## src/include/acc_config.svh

```systemverilog
`ifndef ACC_CONFIG_SVH
`define ACC_CONFIG_SVH

// Accumulator, data memory word and instruction word are all this wide
`define ACC_WORD_BITS 16

// Program and data memory have the same depth
`define ACC_MEM_WORDS 256

// Host port byte address
`define ACC_AXI_ADDR_BITS 12

`endif
```

## src/acc_pkg.sv

```systemverilog
`default_nettype none

`include "acc_config.svh"

package acc_pkg;

    typedef logic [`ACC_WORD_BITS-1:0] word_t; // Acc and data memory word
    typedef logic [$clog2(`ACC_MEM_WORDS)-1:0] mem_addr_t; // Word address into either memory

    typedef enum logic [3:0] {
        HALT  = 4'h0,
        LDI   = 4'h1, // Zero-extended immediate
        LOAD  = 4'h2,
        STORE = 4'h3,
        ADD   = 4'h4,
        SUB   = 4'h5,
        AND   = 4'h6,
        OR    = 4'h7,
        XOR   = 4'h8,
        SHL   = 4'h9, // Single-bit shifts and rotates
        SHR   = 4'hA,
        ROL   = 4'hB,
        ROR   = 4'hC,
        JUMP  = 4'hD,
        SKZ   = 4'hE, // Skip next if acc is zero
        SKN   = 4'hF  // Skip next if acc is negative
    } opcode_e;

    typedef struct packed {
        opcode_e     opcode;
        logic [11:0] operand; // Memory ops use the low address bits only
    } instr_t;

    typedef enum logic [2:0] {IDLE, FETCH, DECODE, MEMORY, EXECUTE} core_state_e;

endpackage

`default_nettype wire

```

## src/word_ram.sv

```systemverilog
`default_nettype none

`include "acc_config.svh"

// Word-wide RAM, one write port, two registered read ports
module word_ram
    import acc_pkg::*;
#(
    parameter type payload_t = word_t,
    parameter int  DEPTH     = `ACC_MEM_WORDS
) (
    input  wire            clock,
    input  wire            we,
    input  wire mem_addr_t waddr,
    input  wire payload_t  wdata,
    input  wire mem_addr_t raddr_a,
    output payload_t       rdata_a,
    input  wire mem_addr_t raddr_b,
    output payload_t       rdata_b
);

    payload_t mem [DEPTH]; // Storage array

    always_ff @(posedge clock) begin
        if (we) begin
            mem[waddr] <= wdata; // Write wins over nothing, ports are independent
        end
        rdata_a <= mem[raddr_a]; // Data one cycle after address
        rdata_b <= mem[raddr_b];
    end

    // A write with an unknown address would corrupt the whole array in simulation
    a_waddr_known: assert property (@(posedge clock) we |-> !$isunknown(waddr))
        else $error("word_ram write with unknown address");

endmodule

`default_nettype wire

```

## config.mk

```make
export PLATFORM = sky130hd
export DESIGN_NAME = word_ram
export DESIGN_NICKNAME = d
export VERILOG_FILES = /design/src/acc_pkg.sv /design/src/word_ram.sv
export VERILOG_INCLUDE_DIRS = /design/src /design/src/include
export SDC_FILE = /design/constraint.sdc
export NUM_CORES = 2
export LEC_CHECK = 0
export ABC_AREA = 0
export BUFFER_PORTS_ARGS = -buffer_cell sky130_fd_sc_hd__buf_2
export CAP_MARGIN = 10
export CORE_UTILIZATION = 37
export DETAILED_ROUTE_END_ITERATION = 8
export HOLD_SLACK_MARGIN = 0.08
export SYNTH_ARGS = -nofsm -noshare
export SYNTH_HDL_FRONTEND = slang
export SYNTH_SLANG_ARGS = --single-unit
```

## constraint.sdc

```tcl
create_clock -name clock -period 3.02 [get_ports clock]
set_input_delay 0.151 -clock clock [delete_from_list [all_inputs] [get_ports clock]]
set_output_delay 0.151 -clock clock [all_outputs]
set_load 0.01 [all_outputs]
```

==> impl_metrics.sql <==
INSERT INTO impl_metrics (metric_group, metric, value, unit) VALUES
('setup_path', 'path_buf_inv', '2', ''),
('run', 'drv_cap', '0', ''),
('sta', 'tightestPinTransition', '1400', 'ps'),
('setup_path', 'timing.critical_path.max_delay_family', 'compound AO/OA/AOI/OAI gates', ''),
('clocking', 'tritoncts', 'yes', ''),
('global_route', 'track_usage', '0.259', ''),
('synth', 'postSynthRegisterBits', '4128', ''),
('clocking', 'cts-buffers-inserted', '429', ''),
('run_status', 'failed_checks', 'negative setup slack', ''),
('synth', 'net_count_after_synthesis', '10177', ''),
('finish', 'synthToLayoutAreaGrowth', '18.5', '%'),
('power_and_ir_drop', 'power_density_over_cell_area', '566', 'nW/um^2'),
('sta', 'timing.final.crit_share', '1.00', ''),
('floorplan', 'num_io_pins', '74', ''),
('routing', 'wire_length_on_met3', '80400', 'microns'),
('routing', 'met2_wirelength', '315000', 'microns'),
('finish', 'seq_area', '124000', 'sq um'),
('setup_path', 'path_max_fanout', '2', ''),
('sta', 'finalClockSkew', '88.2', 'ps'),
('floorplan', 'floorplan.die_area', '521000', 'sq um'),
('sta', 'hold_viol', '0', ''),
('clocking', 'htree_num_levels', '5', ''),
('placement', 'detailed_place_hpwl', '461000', 'microns'),
('global_route', 'grt_pass1_wl', '949000', 'microns'),
('sta', 'final-setup-viol-count', '1', ''),
('routing', 'finalWirelength', '689000', 'microns'),
('clocking', 'clock-sinks', '4128', ''),
('setup_path', 'worst_path_max_delay_cell', 'sky130_fd_sc_hd__mux4_2', ''),
('floorplan', 'die_height', '722', 'microns'),
('sta', 'maxSlewHeadroom', '0.0583', ''),
('global_route', 'first_global_vias', '119468', ''),
('sta', 'postLayoutSetupSlackWorst', '-11.9', 'ps'),
('synth', 'synth_async_sr_flop_share', '0', ''),
('synth', 'postSynthCellCount', '10135', ''),
('sta', 'final.min_clock_period', '3030', 'ps'),
('placement', 'routabilityCongestion', '0.949', ''),
('routing', 'mean_number_of_vias_per_cell', '6.36', ''),
('setup_path', 'crit_type', 'reg -> reg', ''),
('setup_path', 'path_common_cell', 'sky130_fd_sc_hd__buf_4', ''),
('synth', 'netlist_area', '192000', 'sq um'),
('routing', 'drcViolationCount', '0', ''),
('floorplan', 'placeableCoreArea', '514000', 'sq um'),
('clocking', 'cts_max_path_buffers', '4', ''),
('finish', 'finish.net_count', '11502', ''),
('synth', 'number_of_flops_mapped_to_enable_cells_by_yosys', '4096', ''),
('floorplan', 'die-width', '722', 'microns'),
('synth', 'post_synth_num_cell_types', '59', ''),
('sta', 'grt_setup_unrepaired', 'no', ''),
('setup_path', 'critical_path.max_stage_delay', '470', 'ps'),
('finish', 'layout-drive-gt1-share', '0.364', ''),
('routing', 'drtIter0Drc', '19229', ''),
('clocking', 'cts_root_buf', 'sky130_fd_sc_hd__clkbuf_16', ''),
('sta', 'drv_slew', '0', ''),
('placement', 'portBuffers', '73', ''),
('routing', 'm1WireLength', '250000', 'microns'),
('setup_path', 'startpoint_type', 'flip-flop', ''),
('global_route', 'globalRoute.totalOverflow', '0', ''),
('synth', 'syn-mean-instance-area', '18.9', 'sq um'),
('run_status', 'run_status', 'finished with violations', ''),
('power_and_ir_drop', 'power.leakage', '0.0743', 'uW'),
('clocking', 'clk-insertion-delay-late', '1050', 'ps'),
('synth', 'primary_ff_master_synth', 'sky130_fd_sc_hd__edfxtp_1', ''),
('finish', 'layout.cells.most_common_list', 'sky130_fd_sc_hd__edfxtp_1 (4096), sky130_fd_sc_hd__mux4_2 (1688), sky130_fd_sc_hd__buf_4 (1361)', ''),
('setup_path', 'critical_path.endpoint_type', 'flip-flop', ''),
('routing', 'topRoutingLayerUsed', 'met5', ''),
('finish', 'finish.instance_area', '227000', 'sq um'),
('finish', 'total_area_of_multi_input_combinational_cells', '64200', 'sq um'),
('global_route', 'number_of_antenna_violations_at_the_first_check_in_global_routing', '64', ''),
('clocking', 'postCtsSetupRepairBufs', '0', ''),
('routing', 'post_drt_wl_per_cell', '36.7', 'microns'),
('floorplan', 'row_count', '263', '');
[Yosys cell counts, types with 92 or more instances]
cell type,number,area share
sky130_fd_sc_hd__mux4_2,1688,0.20
sky130_fd_sc_hd__edfxtp_1,4096,0.64
sky130_fd_sc_hd__mux2i_1,1021,0.053
sky130_fd_sc_hd__a22oi_1,119,0.0047
sky130_fd_sc_hd__nand2_1,257,0.0050
sky130_fd_sc_hd__clkbuf_1,382,0.0075
sky130_fd_sc_hd__buf_1,102,0.0020
sky130_fd_sc_hd__o221ai_1,418,0.019
sky130_fd_sc_hd__buf_4,100,0.0039
sky130_fd_sc_hd__nor2_1,355,0.0070
sky130_fd_sc_hd__a21oi_1,210,0.0055
sky130_fd_sc_hd__o22ai_1,281,0.0092
sky130_fd_sc_hd__buf_6,92,0.0054
sky130_fd_sc_hd__nor3_1,185,0.0048
sky130_fd_sc_hd__buf_2,153,0.0040
[per-stage QoR]
step | setup slack, ps | utilization | power (uW) | std cells | hold slack [ps]
4_1_cts | 18.4 | 0.441 | 129000 | 18713 | 128
3_5_place_dp | -1440 | 0.413 | 76600 | 17883 | 554
5_1_grt | 4.31 | 0.441 | 131000 | 18750 | 172
6_report | -11.9 | 0.441 | 128000 | 18779 | 165
3_3_place_gp | -1400 | 0.413 | 76400 | 17877 | 553
2_1_floorplan | 603 | - | 70400 | 10135 | 250
[path summary, 6_finish.rpt]
check | from | endpoint | slack (ps) | cells after the start
hold reg to reg | mem[2][14]$_DFFE_PP_ | rdata_b[14]$_DFF_P_ | 1080 | 6
setup / recovery | mem[59][11]$_DFFE_PP_ | rdata_a[11]$_DFF_P_ | -10 | 9
hold / removal | wdata[11] | mem[75][11]$_DFFE_PP_ | 160 | 2
setup reg to reg | mem[59][11]$_DFFE_PP_ | rdata_a[11]$_DFF_P_ | -10 | 9
[final cells by class]
type,count,area share
Clock inverter,263,0.0111
Timing Repair Buffer,1744,0.0731
Sequential cell,4128,0.545
Clock buffer,533,0.0496
Tap cell,6890,0.0380
Antenna cell,64,0.000705
Inverter,6,0.000182
Multi-Input combinational cell,5151,0.283
[routing by layer]
| layer | up-vias | track usage |
|---|---|---|
| met5 | - | 0 |
| met4 | 28 | 0.134 |
| met3 | 1480 | 0.0581 |
| met2 | 8123 | 0.403 |
| met1 | 63046 | 0.341 |
| li1 | 46748 | - |
[sequential cells by signal, indices dropped and copies added (netlist names)]
name     flops
rdata_a     16
mem       4096
rdata_b     16
[power by group]
group,internal (uW),switching [uW]
sequential,63200,331
clock,29500,23300
combinational,4890,7290
total,97600,30900
[kinds of logic after synthesis]
family / synth area share
DFF: 0.645
muxes: 0.252
AOI/OAI and AO/OA: 0.0540
and+or+nand+nor: 0.0243
buffers and inverters: 0.0247
[what timing repair did]
| item | in CTS | in global routing |
|---|---|---|
| resized for setup | 23 | 10 |
| hold buffers | 34 | 0 |
| setup endpoints to repair | 12 | 7 |
| pin swaps | 1 | 1 |
| hold endpoints to repair | 3750 | 0 |
(Power assumes the default switching activity.)
