**config.mk**
```make
export PLATFORM = sky130hd
export DESIGN_NAME = acc_core
export DESIGN_NICKNAME = d
export VERILOG_FILES = /design/src/acc_pkg.sv /design/src/acc_core.sv /design/src/acc_alu.sv
export VERILOG_INCLUDE_DIRS = /design/src /design/src/include
export SDC_FILE = /design/constraint.sdc
export NUM_CORES = 1
export LEC_CHECK = 0
export BUFFER_PORTS_ARGS = -buffer_cell sky130_fd_sc_hd__buf_2
export CAP_MARGIN = 30
export CORE_MARGIN = 8
export CORE_UTILIZATION = 52
export DETAILED_ROUTE_END_ITERATION = 8
export GPL_TIMING_DRIVEN = 0
export HOLD_SLACK_MARGIN = 0.15
export PLACE_DENSITY = 0.85
export SLEW_MARGIN = 20
export SYNTH_ARGS = -nofsm -noshare
export SYNTH_HDL_FRONTEND = slang
export SYNTH_HIERARCHICAL = 1
export SYNTH_SLANG_ARGS = --single-unit
```
**constraint.sdc**
```tcl
create_clock -name clock -period 5.7 [get_ports clock]
set_clock_uncertainty 0.2 [all_clocks]
set_input_delay 1.14 -clock clock [delete_from_list [all_inputs] [get_ports clock]]
set_output_delay 1.14 -clock clock [all_outputs]
set_load 0.02 [all_outputs]
```
**src/include/acc_config.svh**
```systemverilog
`ifndef ACC_CONFIG_SVH
`define ACC_CONFIG_SVH

// Accumulator, data memory word and instruction word are all this wide
`define ACC_WORD_BITS 16

// Program and data memory have the same depth
`define ACC_MEM_WORDS 256

// Host port byte address
`define ACC_AXI_ADDR_BITS 12

`endif
```
**src/acc_pkg.sv**
```systemverilog
`default_nettype none

`include "acc_config.svh"

package acc_pkg;

    typedef logic [`ACC_WORD_BITS-1:0] word_t; // Acc and data memory word
    typedef logic [$clog2(`ACC_MEM_WORDS)-1:0] mem_addr_t; // Word address into either memory

    typedef enum logic [3:0] {
        HALT  = 4'h0,
        LDI   = 4'h1, // Zero-extended immediate
        LOAD  = 4'h2,
        STORE = 4'h3,
        ADD   = 4'h4,
        SUB   = 4'h5,
        AND   = 4'h6,
        OR    = 4'h7,
        XOR   = 4'h8,
        SHL   = 4'h9, // Single-bit shifts and rotates
        SHR   = 4'hA,
        ROL   = 4'hB,
        ROR   = 4'hC,
        JUMP  = 4'hD,
        SKZ   = 4'hE, // Skip next if acc is zero
        SKN   = 4'hF  // Skip next if acc is negative
    } opcode_e;

    typedef struct packed {
        opcode_e     opcode;
        logic [11:0] operand; // Memory ops use the low address bits only
    } instr_t;

    typedef enum logic [2:0] {IDLE, FETCH, DECODE, MEMORY, EXECUTE} core_state_e;

endpackage

`default_nettype wire

```
**src/acc_core.sv**
```systemverilog
`default_nettype none

// Four-cycle accumulator sequencer: fetch, decode, memory, execute
module acc_core
    import acc_pkg::*;
(
    input  wire            clock,
    input  wire            reset,
    input  wire            start,      // One-cycle pulse from host block
    output logic           busy,
    output logic           halted,
    output word_t          acc,
    output mem_addr_t      pc,
    output mem_addr_t      prog_addr,
    input  wire instr_t    prog_data,
    output mem_addr_t      data_addr,
    input  wire word_t     data_rdata,
    output logic           data_we,
    output word_t          data_wdata
);

    core_state_e state;
    instr_t      ir;          // Latched instruction
    word_t       alu_operand;
    word_t       alu_result;
    logic        take_skip;

    assign prog_addr  = pc; // Presented in FETCH, word arrives in DECODE
    assign data_addr  = ir.operand[$bits(mem_addr_t)-1:0]; // Valid from MEMORY on
    assign data_wdata = acc;
    assign data_we    = (state == EXECUTE) && (ir.opcode == STORE);

    // LDI takes the immediate, everything else the data word read in MEMORY
    assign alu_operand = (ir.opcode == LDI) ? word_t'(ir.operand) : data_rdata;

    acc_alu u_alu (
        .op        (ir.opcode),
        .acc       (acc),
        .operand   (alu_operand),
        .result    (alu_result),
        .take_skip (take_skip)
    );

    // Instruction register, loaded once per instruction
    always_ff @(posedge clock) begin
        if (state == DECODE) begin
            ir <= prog_data;
        end
    end

    always_ff @(posedge clock or posedge reset) begin
        if (reset) begin
            state  <= IDLE;
            busy   <= 1'b0;
            halted <= 1'b0;
            pc     <= '0;
            acc    <= '0;
        end else begin
            case (state)
                IDLE: begin
                    if (start) begin // New run from address zero
                        state  <= FETCH;
                        busy   <= 1'b1;
                        halted <= 1'b0;
                        pc     <= '0;
                        acc    <= '0;
                    end
                end
                FETCH:  state <= DECODE;
                DECODE: state <= MEMORY;
                MEMORY: state <= EXECUTE; // Data read in flight
                EXECUTE: begin
                    acc   <= alu_result; // Unchanged for non-acc ops
                    state <= FETCH;
                    case (ir.opcode)
                        HALT: begin
                            pc     <= pc + mem_addr_t'(1); // Halting address plus one
                            busy   <= 1'b0;
                            halted <= 1'b1;
                            state  <= IDLE;
                        end
                        JUMP:     pc <= ir.operand[$bits(mem_addr_t)-1:0];
                        SKZ, SKN: pc <= pc + (take_skip ? mem_addr_t'(2) : mem_addr_t'(1));
                        default:  pc <= pc + mem_addr_t'(1); // Wraps at 256
                    endcase
                end
                default: state <= IDLE;
            endcase
        end
    end

    // Stores land only in the execute slot of a live run, right after MEMORY
    a_store_in_execute: assert property (@(posedge clock) disable iff (reset)
        data_we |-> busy && $past(state) == MEMORY)
        else $error("data write outside EXECUTE");

    // Host block must refuse a start while a program runs
    a_no_start_busy: assert property (@(posedge clock) disable iff (reset)
        start |-> !busy)
        else $error("start pulse while busy");

    a_idle_when_free: assert property (@(posedge clock) disable iff (reset)
        !busy |-> state == IDLE)
        else $error("core sequencing while not busy");

endmodule

`default_nettype wire

```
**src/acc_alu.sv**
```systemverilog
`default_nettype none

// Execute unit of the core, purely combinational
module acc_alu
    import acc_pkg::*;
(
    input  wire opcode_e op,
    input  wire word_t   acc,
    input  wire word_t   operand,   // Memory word or immediate
    output word_t        result,    // Next acc value
    output logic         take_skip
);

    localparam int W = $bits(word_t);

    always_comb begin
        result = acc; // Hold acc by default
        case (op)
            LDI,
            LOAD:    result = operand;
            ADD:     result = acc + operand;
            SUB:     result = acc - operand;
            AND:     result = acc & operand;
            OR:      result = acc | operand;
            XOR:     result = acc ^ operand;
            SHL:     result = acc << 1;
            SHR:     result = acc >> 1; // Logical, zero fill
            ROL:     result = {acc[W-2:0], acc[W-1]};
            ROR:     result = {acc[0], acc[W-1:1]};
            default: result = acc; // HALT, STORE, JUMP, skips
        endcase
    end

    // Skip decision only meaningful for the two skip opcodes
    always_comb begin
        case (op)
            SKZ:     take_skip = (acc == '0);
            SKN:     take_skip = acc[W-1];
            default: take_skip = 1'b0;
        endcase
    end

endmodule

`default_nettype wire

```
==> results.yml, run 1 <==
grt:
  grt_pass1_vias: 5212
  grt_use_total_pct: 25.96
  grt_pass1_wl_um: 27230
  grt-ovfl-total: 0
  grt_max_degree: 30
  antenna_found_initial: 0
critical_path:
  cp.arrival_ns: 4.99
  rr_startpoint: "ir[14]"
  cp_max_fo: 9
  crit_path_cell_trace: "nor2_1, nand2_1, nor2_2, mux2_2, nor3_1, and3_1, a31oi_1, xnor2_1, ha_1, buf_2, a21o_1, a31o_1, a32o_1, nor3_2, xnor2_1, a221o_1, a22o_1"
  critPathLaunch: "ir[14]"
  start_kind: "register"
  rr_worst_depth: 17
  endpoint_kind: "register"
  max_stage_delay_ns: 0.54
  crit_path_top_delay_cell: "edfxtp_1"
  required_ns: 5.71
  worstSetupPathType: "reg2reg"
  endpoint: "acc[14]"
  r2r_slack_ns: 0.72
  r2r_end: "acc[14]"
  cp_common_cell: "xnor2_1"
sta:
  tightest_slew_ns: 1.047
  worst_slack_ns: 0.7233
  period_needed_ns: 4.977
  fin_crit_sh_pct: 87.31
  timing.setup.tns_ns: 0
  setup_viol: 0
  maxSlewViolCount: 0
  finalHoldViolations: 0
  slew_headroom_pct: 30.02
  rsz0062_at_grt: "no"
  fmax_ghz: 0.2009
status:
  status: "finished, final reports clean"
floorplanning:
  coreArea_um2: 9684
  dieWidth_um: 115.2
  start_util_pct: 52.83
  die_height_um: 115.2
  dieArea_um2: 13270
  ioPinCount: 94
  row_count: 36
power_and_ir_drop:
  p_per_area_nw_per_um2: 505.3
  p_leak_uw: 0.002723
  vdd_drop_max_mv: 0.2630
drt:
  drt_iter0_drc: 631
  routed_wl_um: 17020
  drt-pass1-iter-count: 5
  drc: 0
  viasPerCell: 6.485
  wire_per_inst_um: 20.61
  vias: 5357
  ant_nets: 0
placed_design:
  dp_hpwl_um: 12590
  pre_cts_ws_ns: 0.7357
  port_buffers: 93
  place_congestion: 0.9710
clocking:
  root_buffer: "clkbuf_8"
  numClockSinks: 45
  clk_latency_ns: 0.31
  cts_setup_buffers: 0
  cts_resized: 0
  cts_buffers: 5
  htree_num_levels: 2
  clk_pin_slew_ns: 0.10
  hold_buffers: 0
  cts_tree: "yes"
  cts_buffer_depth: 2
yosys:
  synth_nets: 678
  synth_cell_types: 74
  synth_area_leaders: "dfrtp_1 14%, ha_1 12%, edfxtp_1 9.4%"
  synthCells: 591
  async_flop_share_pct: 64.44
  yosysTopAreaCell: "dfrtp_1"
  synth_edf_count: 16
  synth_area_um2: 5116
  synth-main-ff-cell: "dfrtp_1"
  yosysSeqAreaShare_pct: 23.58
  syn_area_per_cell_um2: 8.657
  yosys_warnings: 6
  synth_top_area_share_pct: 14.18
  synth-seq-cells: 45
final_layout:
  syn2layout_area_growth_pct: 14.77
  drive_above_1_share_pct: 27.27
  n_fill_cell: 885
  final_net_count: 779
  diodes: 0
worst_hold_path:
  hp-start: "busy"
  holdCritPathClass: "reg2reg"
run:
  cap_viol_max_count: 0
flip-flops by register name, summed over array words and instances, names as in the netlist:
signal     flops
acc           16
halted         1
pc             8
busy           1
state          3
data_addr      8
ir             8
cell usage after synthesis (5+ instances only):
cell type  count
a22oi_1       21
nand3_1        9
o21ai_0       25
nor3b_1        5
nor2_1        36
a31oi_1        8
buf_4         36
inv_1         41
nor2b_1       13
dfrtp_1       29
nor3_1        10
o211ai_1       8
a22o_1        20
nor4_1         6
and3_1         5
nand2b_1       9
ha_1          50
a221o_1        5
xnor2_1       21
nand2_1       24
o221ai_1       8
clkbuf_1       9
mux2_2        15
buf_2         15
o2bb2ai_1      5
edfxtp_1      16
a221oi_1       9
a21o_1         7
a21oi_1       39
metal layers:
metal | GRT usage, % | wire length [um]
met1 | 33.87 | 6735
met2 | 41.11 | 7823
met3 | 5.252 | 1877
met4 | 10.16 | 587
met5 | 0 | 0
layout make-up:
cell class | instances | area [um2] | share of cell area, %
multi-input combinational | 440 | 3333 | 56.77
inverter | 41 | 153.9 | 2.621
sequential | 45 | 1206 | 20.54
timing repair buffer | 94 | 473.0 | 8.055
tap | 133 | 166.4 | 2.834
buffer | 65 | 427.9 | 7.287
clock buffer | 6 | 72.57 | 1.236
clock inverter | 2 | 38.79 | 0.6606
metrics by stage:
step | instance area (um2) | hold slack, ns | util, % | instances | power [uW]
final | 5872 | 0.3348 | 60.63 | 826 | 2967
after global routing | 5872 | 0.3557 | 60.63 | 826 | 3177
after detailed placement | 5761 | 0.3124 | 59.48 | 818 | 2659
after global placement | 5748 | 0.2862 | 59.35 | 817 | 2595
after floorplan | 5116 | 0.3357 | - | 591 | 2087
after CTS | 5872 | 0.3355 | 60.63 | 826 | 2931
logic make-up after synthesis:
family / Yosys count / share of synthesized area [%]
xor+xnor: 25 / 4.280
simple gates: 150 / 16.68
flops: 45 / 23.58
buf+inv: 106 / 11.37
mux: 18 / 3.888
fa+ha+maj: 52 / 13.01
compound gates: 195 / 27.20
where the power goes:
| group | internal, uW | switching (uW) |
|---|---|---|
| Sequential | 453 | 207 |
| Combinational | 839 | 1210 |
| Clock | 132 | 127 |
| Total | 1420 | 1540 |
worst min-delay path by stage:
stage | endpoint | slack (ns) | cells after the start
2_1_floorplan | pc[5] | 0.34 | 2
3_3_place_gp | busy | 0.29 | 2
3_5_place_dp | busy | 0.31 | 2
4_1_cts | busy | 0.34 | 2
5_1_grt | busy | 0.36 | 2
6_report | busy | 0.33 | 2
critical path: cells and delay by family (launching register included):
family	cells	cell delay [ns]
AND/OR/NAND/NOR	6	1.59
flip-flops	1	0.54
adder cells (fa/ha/maj)	1	0.25
AO/OA/AOI/OAI	6	1.36
buffers and inverters	1	0.17
XOR/XNOR	2	0.30
multiplexers	1	0.45
placed cells by master, fill, tap and decap left out, types with 5 or more instances in the layout:
master,n
a21o_1,7
a21oi_1,39
a221o_1,5
a221oi_1,9
a22o_1,20
a22oi_1,21
a31oi_1,8
and3_1,5
buf_2,108
buf_4,37
clkbuf_1,10
clkbuf_8,5
dfrtp_1,29
edfxtp_1,16
ha_1,50
inv_1,40
mux2_2,15
nand2_1,24
nand2b_1,9
nand3_1,9
nor2_1,36
nor2b_1,13
nor3_1,10
nor4_1,6
o211ai_1,8
o21ai_0,25
o221ai_1,8
o2bb2ai_1,5
xnor2_1,21
Power figures use the tool's default switching activity.
==> inputs of run 2 (changes only) <==
--- a/config.mk
+++ b/config.mk
@@ -6,6 +6,7 @@
 export SDC_FILE = /design/constraint.sdc
 export NUM_CORES = 1
 export LEC_CHECK = 0
+export ABC_AREA = 1
 export BUFFER_PORTS_ARGS = -buffer_cell sky130_fd_sc_hd__buf_2
 export CAP_MARGIN = 30
 export CORE_MARGIN = 8
@@ -13,7 +14,7 @@
 export DETAILED_ROUTE_END_ITERATION = 8
 export GPL_TIMING_DRIVEN = 0
 export HOLD_SLACK_MARGIN = 0.15
-export PLACE_DENSITY = 0.85
+export PLACE_DENSITY = 0.76
 export SLEW_MARGIN = 20
 export SYNTH_ARGS = -nofsm -noshare
 export SYNTH_HDL_FRONTEND = slang
==> run 2 against run 1 <==
Via count down 1.4%. Maximum frequency increased by 7.8%. Flip-flop and latch count stayed put. Total power shrank 9.8%. Count of clock-buffer cells in the layout fell by 1. Global-route usage down 1.1 points. Register-to-register slack better by 0.36 ns. Final cell count is 15% higher. Die area shrank 2.5%. Worst hold slack worse by 0.042 ns.
==> results.yml, run 2 <==
sta:
  finalHoldViolations: 0
  maxSlewViolCount: 0
  timing.setup.tns_ns: 0
  setup_viol: 0
  slew_headroom_pct: 44.22
  fin_crit_sh_pct: 80.96
  worst_slack_ns: 1.085
  rsz0062_at_grt: "no"
  fmax_ghz: 0.2167
  period_needed_ns: 4.615
  tightest_slew_ns: 0.8358
clocking:
  clk_latency_ns: 0.32
  clk_pin_slew_ns: 0.10
  hold_buffers: 0
  htree_num_levels: 2
  root_buffer: "clkbuf_8"
  cts_buffer_depth: 2
  cts_setup_buffers: 0
  cts_resized: 0
  cts_tree: "yes"
  cts_buffers: 5
  numClockSinks: 45
placed_design:
  pre_cts_ws_ns: 0.9544
  dp_hpwl_um: 12870
  port_buffers: 93
  place_congestion: 0.9507
worst_hold_path:
  holdCritPathClass: "reg2reg"
  hp-start: "halted"
final_layout:
  largest_register_ffs: 16
  final_common_cell: "nand2_1"
  diodes: 0
  regMostFlops: "acc"
  fin_util_pct: 61.53
  drive_above_1_share_pct: 21.95
  syn2layout_area_growth_pct: 14.49
  final_cell_mix: "192 x nand2_1, 100 x buf_2, 98 x inv_1, 52 x nor2_1, 50 x ha_1"
  final_net_count: 906
grt:
  grt_max_degree: 30
  grt_pass1_wl_um: 25570
  grt-ovfl-total: 0
  use_met1_pct: 32.42
  antenna_found_initial: 0
  grt_pass1_vias: 4974
  grt_busiest_layer: "met2"
  use_met3_pct: 3.328
  grt_use_total_pct: 24.84
  gr-usage-met2_pct: 41.78
critical_path:
  worstSetupPathType: "reg2reg"
  start_kind: "register"
  rr_startpoint: "ir[15]"
  required_ns: 5.71
  endpoint_kind: "register"
  critPathBufInv: 4
  critPathLaunch: "ir[15]"
  crit_path_top_delay_cell: "edfxtp_1"
  cp_top_family: "simple AND/OR/NAND/NOR gates"
  cp_common_cell: "nand2_1"
  max_stage_delay_ns: 0.52
  cp_max_fo: 10
  cp.arrival_ns: 4.63
floorplanning:
  coreArea_um2: 9240
  start_util_pct: 53.74
  dieWidth_um: 113.7
  dieArea_um2: 12930
  die_height_um: 113.7
  ioPinCount: 94
  row_count: 35
power_and_ir_drop:
  p_leak_uw: 0.003146
  vdd_drop_max_mv: 0.3159
  internal_power_uw: 1218
  p_per_area_nw_per_um2: 471.0
  switching_share_pct: 54.51
  p_total_uw: 2678
  p_clk_share_pct: 8.2
  comb_power_share_pct: 67.3
  switchingPower_uw: 1460
  seq_power_share_pct: 24.5
yosys:
  yosys_warnings: 6
  yosysSeqAreaShare_pct: 24.29
  synth_top_area_share_pct: 14.61
  synth.most_common_cell: "nand2_1"
  async_flop_share_pct: 64.44
  syn_area_per_cell_um2: 6.907
  synth_area_um2: 4966
  yosys-top-cells-count: "192 x nand2_1, 99 x inv_1, 53 x nor2_1, 50 x ha_1"
  yosysTopAreaCell: "dfrtp_1"
  synth_nets: 806
  synth_cell_types: 44
  synth_area_leaders: "dfrtp_1 15%, nand2_1 15%, ha_1 13%"
  synth_edf_count: 16
  synthCells: 719
  synth-main-ff-cell: "dfrtp_1"
  synth-seq-cells: 45
drt:
  drt-pass1-iter-count: 5
  ant_nets: 0
  vias: 5284
  viasPerCell: 5.568
  routed_wl_um: 16340
  drc: 0
  wire_per_inst_um: 17.22
  drt_iter0_drc: 496
status:
  status: "finished, final reports clean"
run:
  cap_viol_max_count: 0
==> run 2: changes by cell type in the layout (fill, tap and decap cells not counted), sizes merged, moves of 12 or more <==
| cell | before | now |
|---|---|---|
| mux2 | 15 | 0 |
| nand2 | 25 | 197 |
| xnor2 | 21 | 1 |
| nand3 | 9 | 39 |
| nor2 | 38 | 59 |
| o21ai | 31 | 43 |
| inv | 41 | 108 |
| a22oi | 21 | 6 |
| nor2b | 13 | 0 |
==> run 2: path summary, 6_finish.rpt <==
kind / endpoint / slack, ns / cells after the start
min in group asynchronous: pc[0] / 0.73 / 2
max in group asynchronous: pc[1] / 4.11 / 2
setup reg to reg: acc[15] / 1.09 / 25
setup / recovery: acc[15] / 1.09 / 25
hold reg to reg: halted / 0.29 / 2
hold / removal: halted / 0.29 / 2
==> run 2: layer usage <==
metal  up-vias  part of all wire, %
met1      2514                   43
met4         0                  1.6
met2       220                   48
met3        18                  7.8
met5         -                    0
li1       2532                    -
==> run 2: layout make-up <==
type	count	area [um2]
flip-flops and latches	45	1206
multi-input cells	519	3010
clock buffers	5	68.82
plain buffers	48	350.3
clock inverters	3	21.27
repair buffers	93	465.4
well taps	129	161.4
inverters	107	401.6
fillers	922	3555
==> run 2: kinds of logic (layout without fill, tap and decap cells) <==
family                     after synthesis  after routing  share of synthesized area (%)
DFF                                     45             45                          24.29
xor gates and xnor gates                16             16                          2.822
adders and majority gates               52             52                          13.40
buffers and inverters                  155            256                          15.14
AOI/OAI and AO/OA                      125            125                          16.15
and+or+nand+nor                        326            326                          28.19
==> run 2: stage by stage <==
stage          cells  hold slack [ns]  instance area, um2
3_5_place_dp     941           0.2731                5595
5_1_grt          949           0.3212                5685
3_3_place_gp     941           0.2655                5593
4_1_cts          949           0.2961                5685
6_report         949           0.2923                5685
2_1_floorplan    719           0.2419                4966
==> run 2: power groups by stage <==
stage	logic [uW]	registers, uW	clock network [uW]
2_1_floorplan	1220	685	0
3_3_place_gp	1740	655	0
3_5_place_dp	1780	662	0
4_1_cts	1790	654	223
5_1_grt	1980	678	230
6_report	1800	656	219
==> run 2: tightest hold or removal path, delay by kind of cell (launching register included) <==
| family | cells | cell delay [ns] |
|---|---|---|
| AOI/OAI and AO/OA | 1 | 0.06 |
| DFF | 1 | 0.35 |
| and+or+nand+nor | 1 | 0.05 |
==> inputs of run 3 (changes only) <==
==> constraint.sdc (replaced) <==
create_clock -name clock -period 4.5 [get_ports clock]
set_clock_uncertainty 0.2 [all_clocks]
set_input_delay 0.9 -clock clock [delete_from_list [all_inputs] [get_ports clock]]
set_output_delay 0.9 -clock clock [all_outputs]
set_load 0.02 [all_outputs]
==> run 3 against run 2 <==
Non-clock buffer count up 8. Largest cell class unchanged. Worst setup slack worse by 0.82 ns. Final cell count up 0.84%. Combinational power up 31%. Clock power up 27%. Flip-flop and latch count unchanged. Die area unchanged. Design area up 1.9%.
==> results.yml, run 3 (synthesis gave the netlist of run 2 again) <==
final_layout:
  diodes: 0
  final_common_cell: "nand2_1"
  register_area_um2: 1206
  final_cell_mix: "191 x nand2_1, 99 x buf_2, 97 x inv_1, 50 x nor2_1, 50 x ha_1"
  n_fill_cell: 901
  multi_input_area_um2: 3057
  final_net_count: 914
  regMostFlops: "acc"
  syn2layout_area_growth_pct: 16.68
  drive_above_1_share_pct: 23.91
  largest_register_ffs: 16
  postLayoutCellArea_um2: 5794
critical_path:
  start_kind: "register"
  cp_max_fo: 7
  critPathBufInv: 2
  r2r_slack_ns: 0.27
  required_ns: 4.51
  rr_worst_depth: 18
  endpoint_kind: "register"
  critPathLaunch: "ir[14]"
  cp_top_family: "compound AO/OA/AOI/OAI gates"
  worstSetupPathType: "reg2reg"
  r2r_end: "acc[15]"
  crit_path_cell_trace: "nor2_4, nand2_2, o21ai_0, inv_1, nand3_1, nand2_1, o21ai_0, xor2_1, ha_1, nand2_1, inv_1, a21oi_1, nand2_1, a21oi_2, nand3_1, nand3_1, a21oi_1, a22o_1"
  cp.arrival_ns: 4.24
  max_stage_delay_ns: 0.60
  rr_startpoint: "ir[14]"
  crit_path_top_delay_cell: "o21ai_0"
worst_hold_path:
  min_path_cells: 2
  holdCritPathClass: "reg2reg"
  hold_end: "halted"
  hp-start: "halted"
floorplanning:
  dieArea_um2: 12930
  row_count: 35
  die_height_um: 113.7
  dieWidth_um: 113.7
  coreArea_um2: 9240
  start_util_pct: 53.74
  ioPinCount: 94
drt:
  ant_nets: 0
  viasPerCell: 5.581
  vias: 5341
  drc: 0
  drt-pass1-iter-count: 5
  drt_iter0_drc: 566
  routed_wl_um: 16510
  wire_per_inst_um: 17.26
power_and_ir_drop:
  p_per_area_nw_per_um2: 594.9
  vdd_drop_max_mv: 0.3900
  p_clk_share_pct: 8.1
  switching_share_pct: 54.37
  comb_power_share_pct: 68.1
  p_leak_uw: 0.003192
  switchingPower_uw: 1874
  internal_power_uw: 1573
  seq_power_share_pct: 23.9
clocking:
  cts_buffer_depth: 2
  cts_buffers: 5
  clk_latency_ns: 0.32
  cts_tree: "yes"
  clk_pin_slew_ns: 0.10
  root_buffer: "clkbuf_8"
  htree_num_levels: 2
  numClockSinks: 45
placed_design:
  port_buffers: 93
  placed_cell_area_um2: 5595
  place_congestion: 0.9507
  dp_hpwl_um: 12870
  pre_cts_ws_ns: -0.04443
grt:
  grt_pass1_vias: 4991
  grt_pass1_wl_um: 25630
  grt-ovfl-total: 0
  grt_use_total_pct: 24.88
  grt_max_degree: 30
  antenna_found_initial: 0
sta:
  finalHoldViolations: 0
  maxSlewViolCount: 0
  slew_headroom_pct: 44.03
  fin_crit_sh_pct: 94.00
  tightest_slew_ns: 0.8387
  period_needed_ns: 4.230
  rsz0062_at_grt: "no"
  setup_viol: 0
  worst_slack_ns: 0.2701
  fmax_ghz: 0.2364
  hold_ws_ns: 0.2923
status:
  status: "finished, final reports clean"
run:
  cap_viol_max_count: 0
[run 3: cell count changes in the layout (fill, tap and decap cells not counted), moves of 2 or more]
cell	change
nor3_1	-2
a21oi_2	+2
nor2_1	-2
buf_4	+9
a21oi_1	-2
[run 3: layout make-up]
class / instances / share of cell area, %
Multi-Input combinational cell: 519 / 52.75
Sequential cell: 45 / 20.82
Clock inverter: 3 / 0.3671
Timing Repair Buffer: 101 / 9.069
Tap cell: 129 / 2.786
Buffer: 48 / 6.089
Inverter: 107 / 6.932
Clock buffer: 5 / 1.188
[run 3: power by group through the flow]
stage	combinational (uW)	clock, uW	sequential, uW
finish	2350	278	823
global route	2570	291	851
CTS	2280	282	823
detailed placement	2260	0	838
global placement	2210	0	829
floorplan	1550	0	867
[run 3: repair_timing]
item | CTS | global route
hold endpoints to repair | 0 | 0
setup endpoints to repair | 1 | 5
pin swaps | 0 | 0
hold buffers | 0 | 0
buffers inserted | 1 | 7
resized for setup | 0 | 15
[run 3: worst min-delay path: cells and delay by family, from the launching register on]
family           cells  cell delay, ns
AO/OA/AOI/OAI        1            0.06
flip-flops           1            0.35
AND/OR/NAND/NOR      1            0.05
[run 3: per-layer routing]
metal / global-route usage [%] / up-vias / wire length [um]
li1: - / 2541 / -
met2: 41.89 / 251 / 7898
met5: 0 / - / 0
met4: 7.016 / 0 / 289
met1: 32.45 / 2519 / 7064
met3: 3.328 / 30 / 1261
[run 3: worst max path at each step]
stage / cells after the start / end
6_report: 18 / acc[15]
5_1_grt: 25 / acc[15]
4_1_cts: 25 / acc[15]
3_5_place_dp: 24 / acc[15]
3_3_place_gp: 25 / acc[15]
2_1_floorplan: 25 / acc[15]
[run 3: metrics by stage]
step / util [%] / setup TNS, ns / power, uW / cells
after detailed placement: 60.56 / -0.04443 / 3095 / 941
final: 62.71 / 0 / 3447 / 957
after CTS: 61.61 / 0 / 3381 / 950
after floorplan: - / 0 / 2419 / 719
after global placement: 60.53 / 0 / 3038 / 941
after global routing: 62.71 / 0 / 3716 / 957
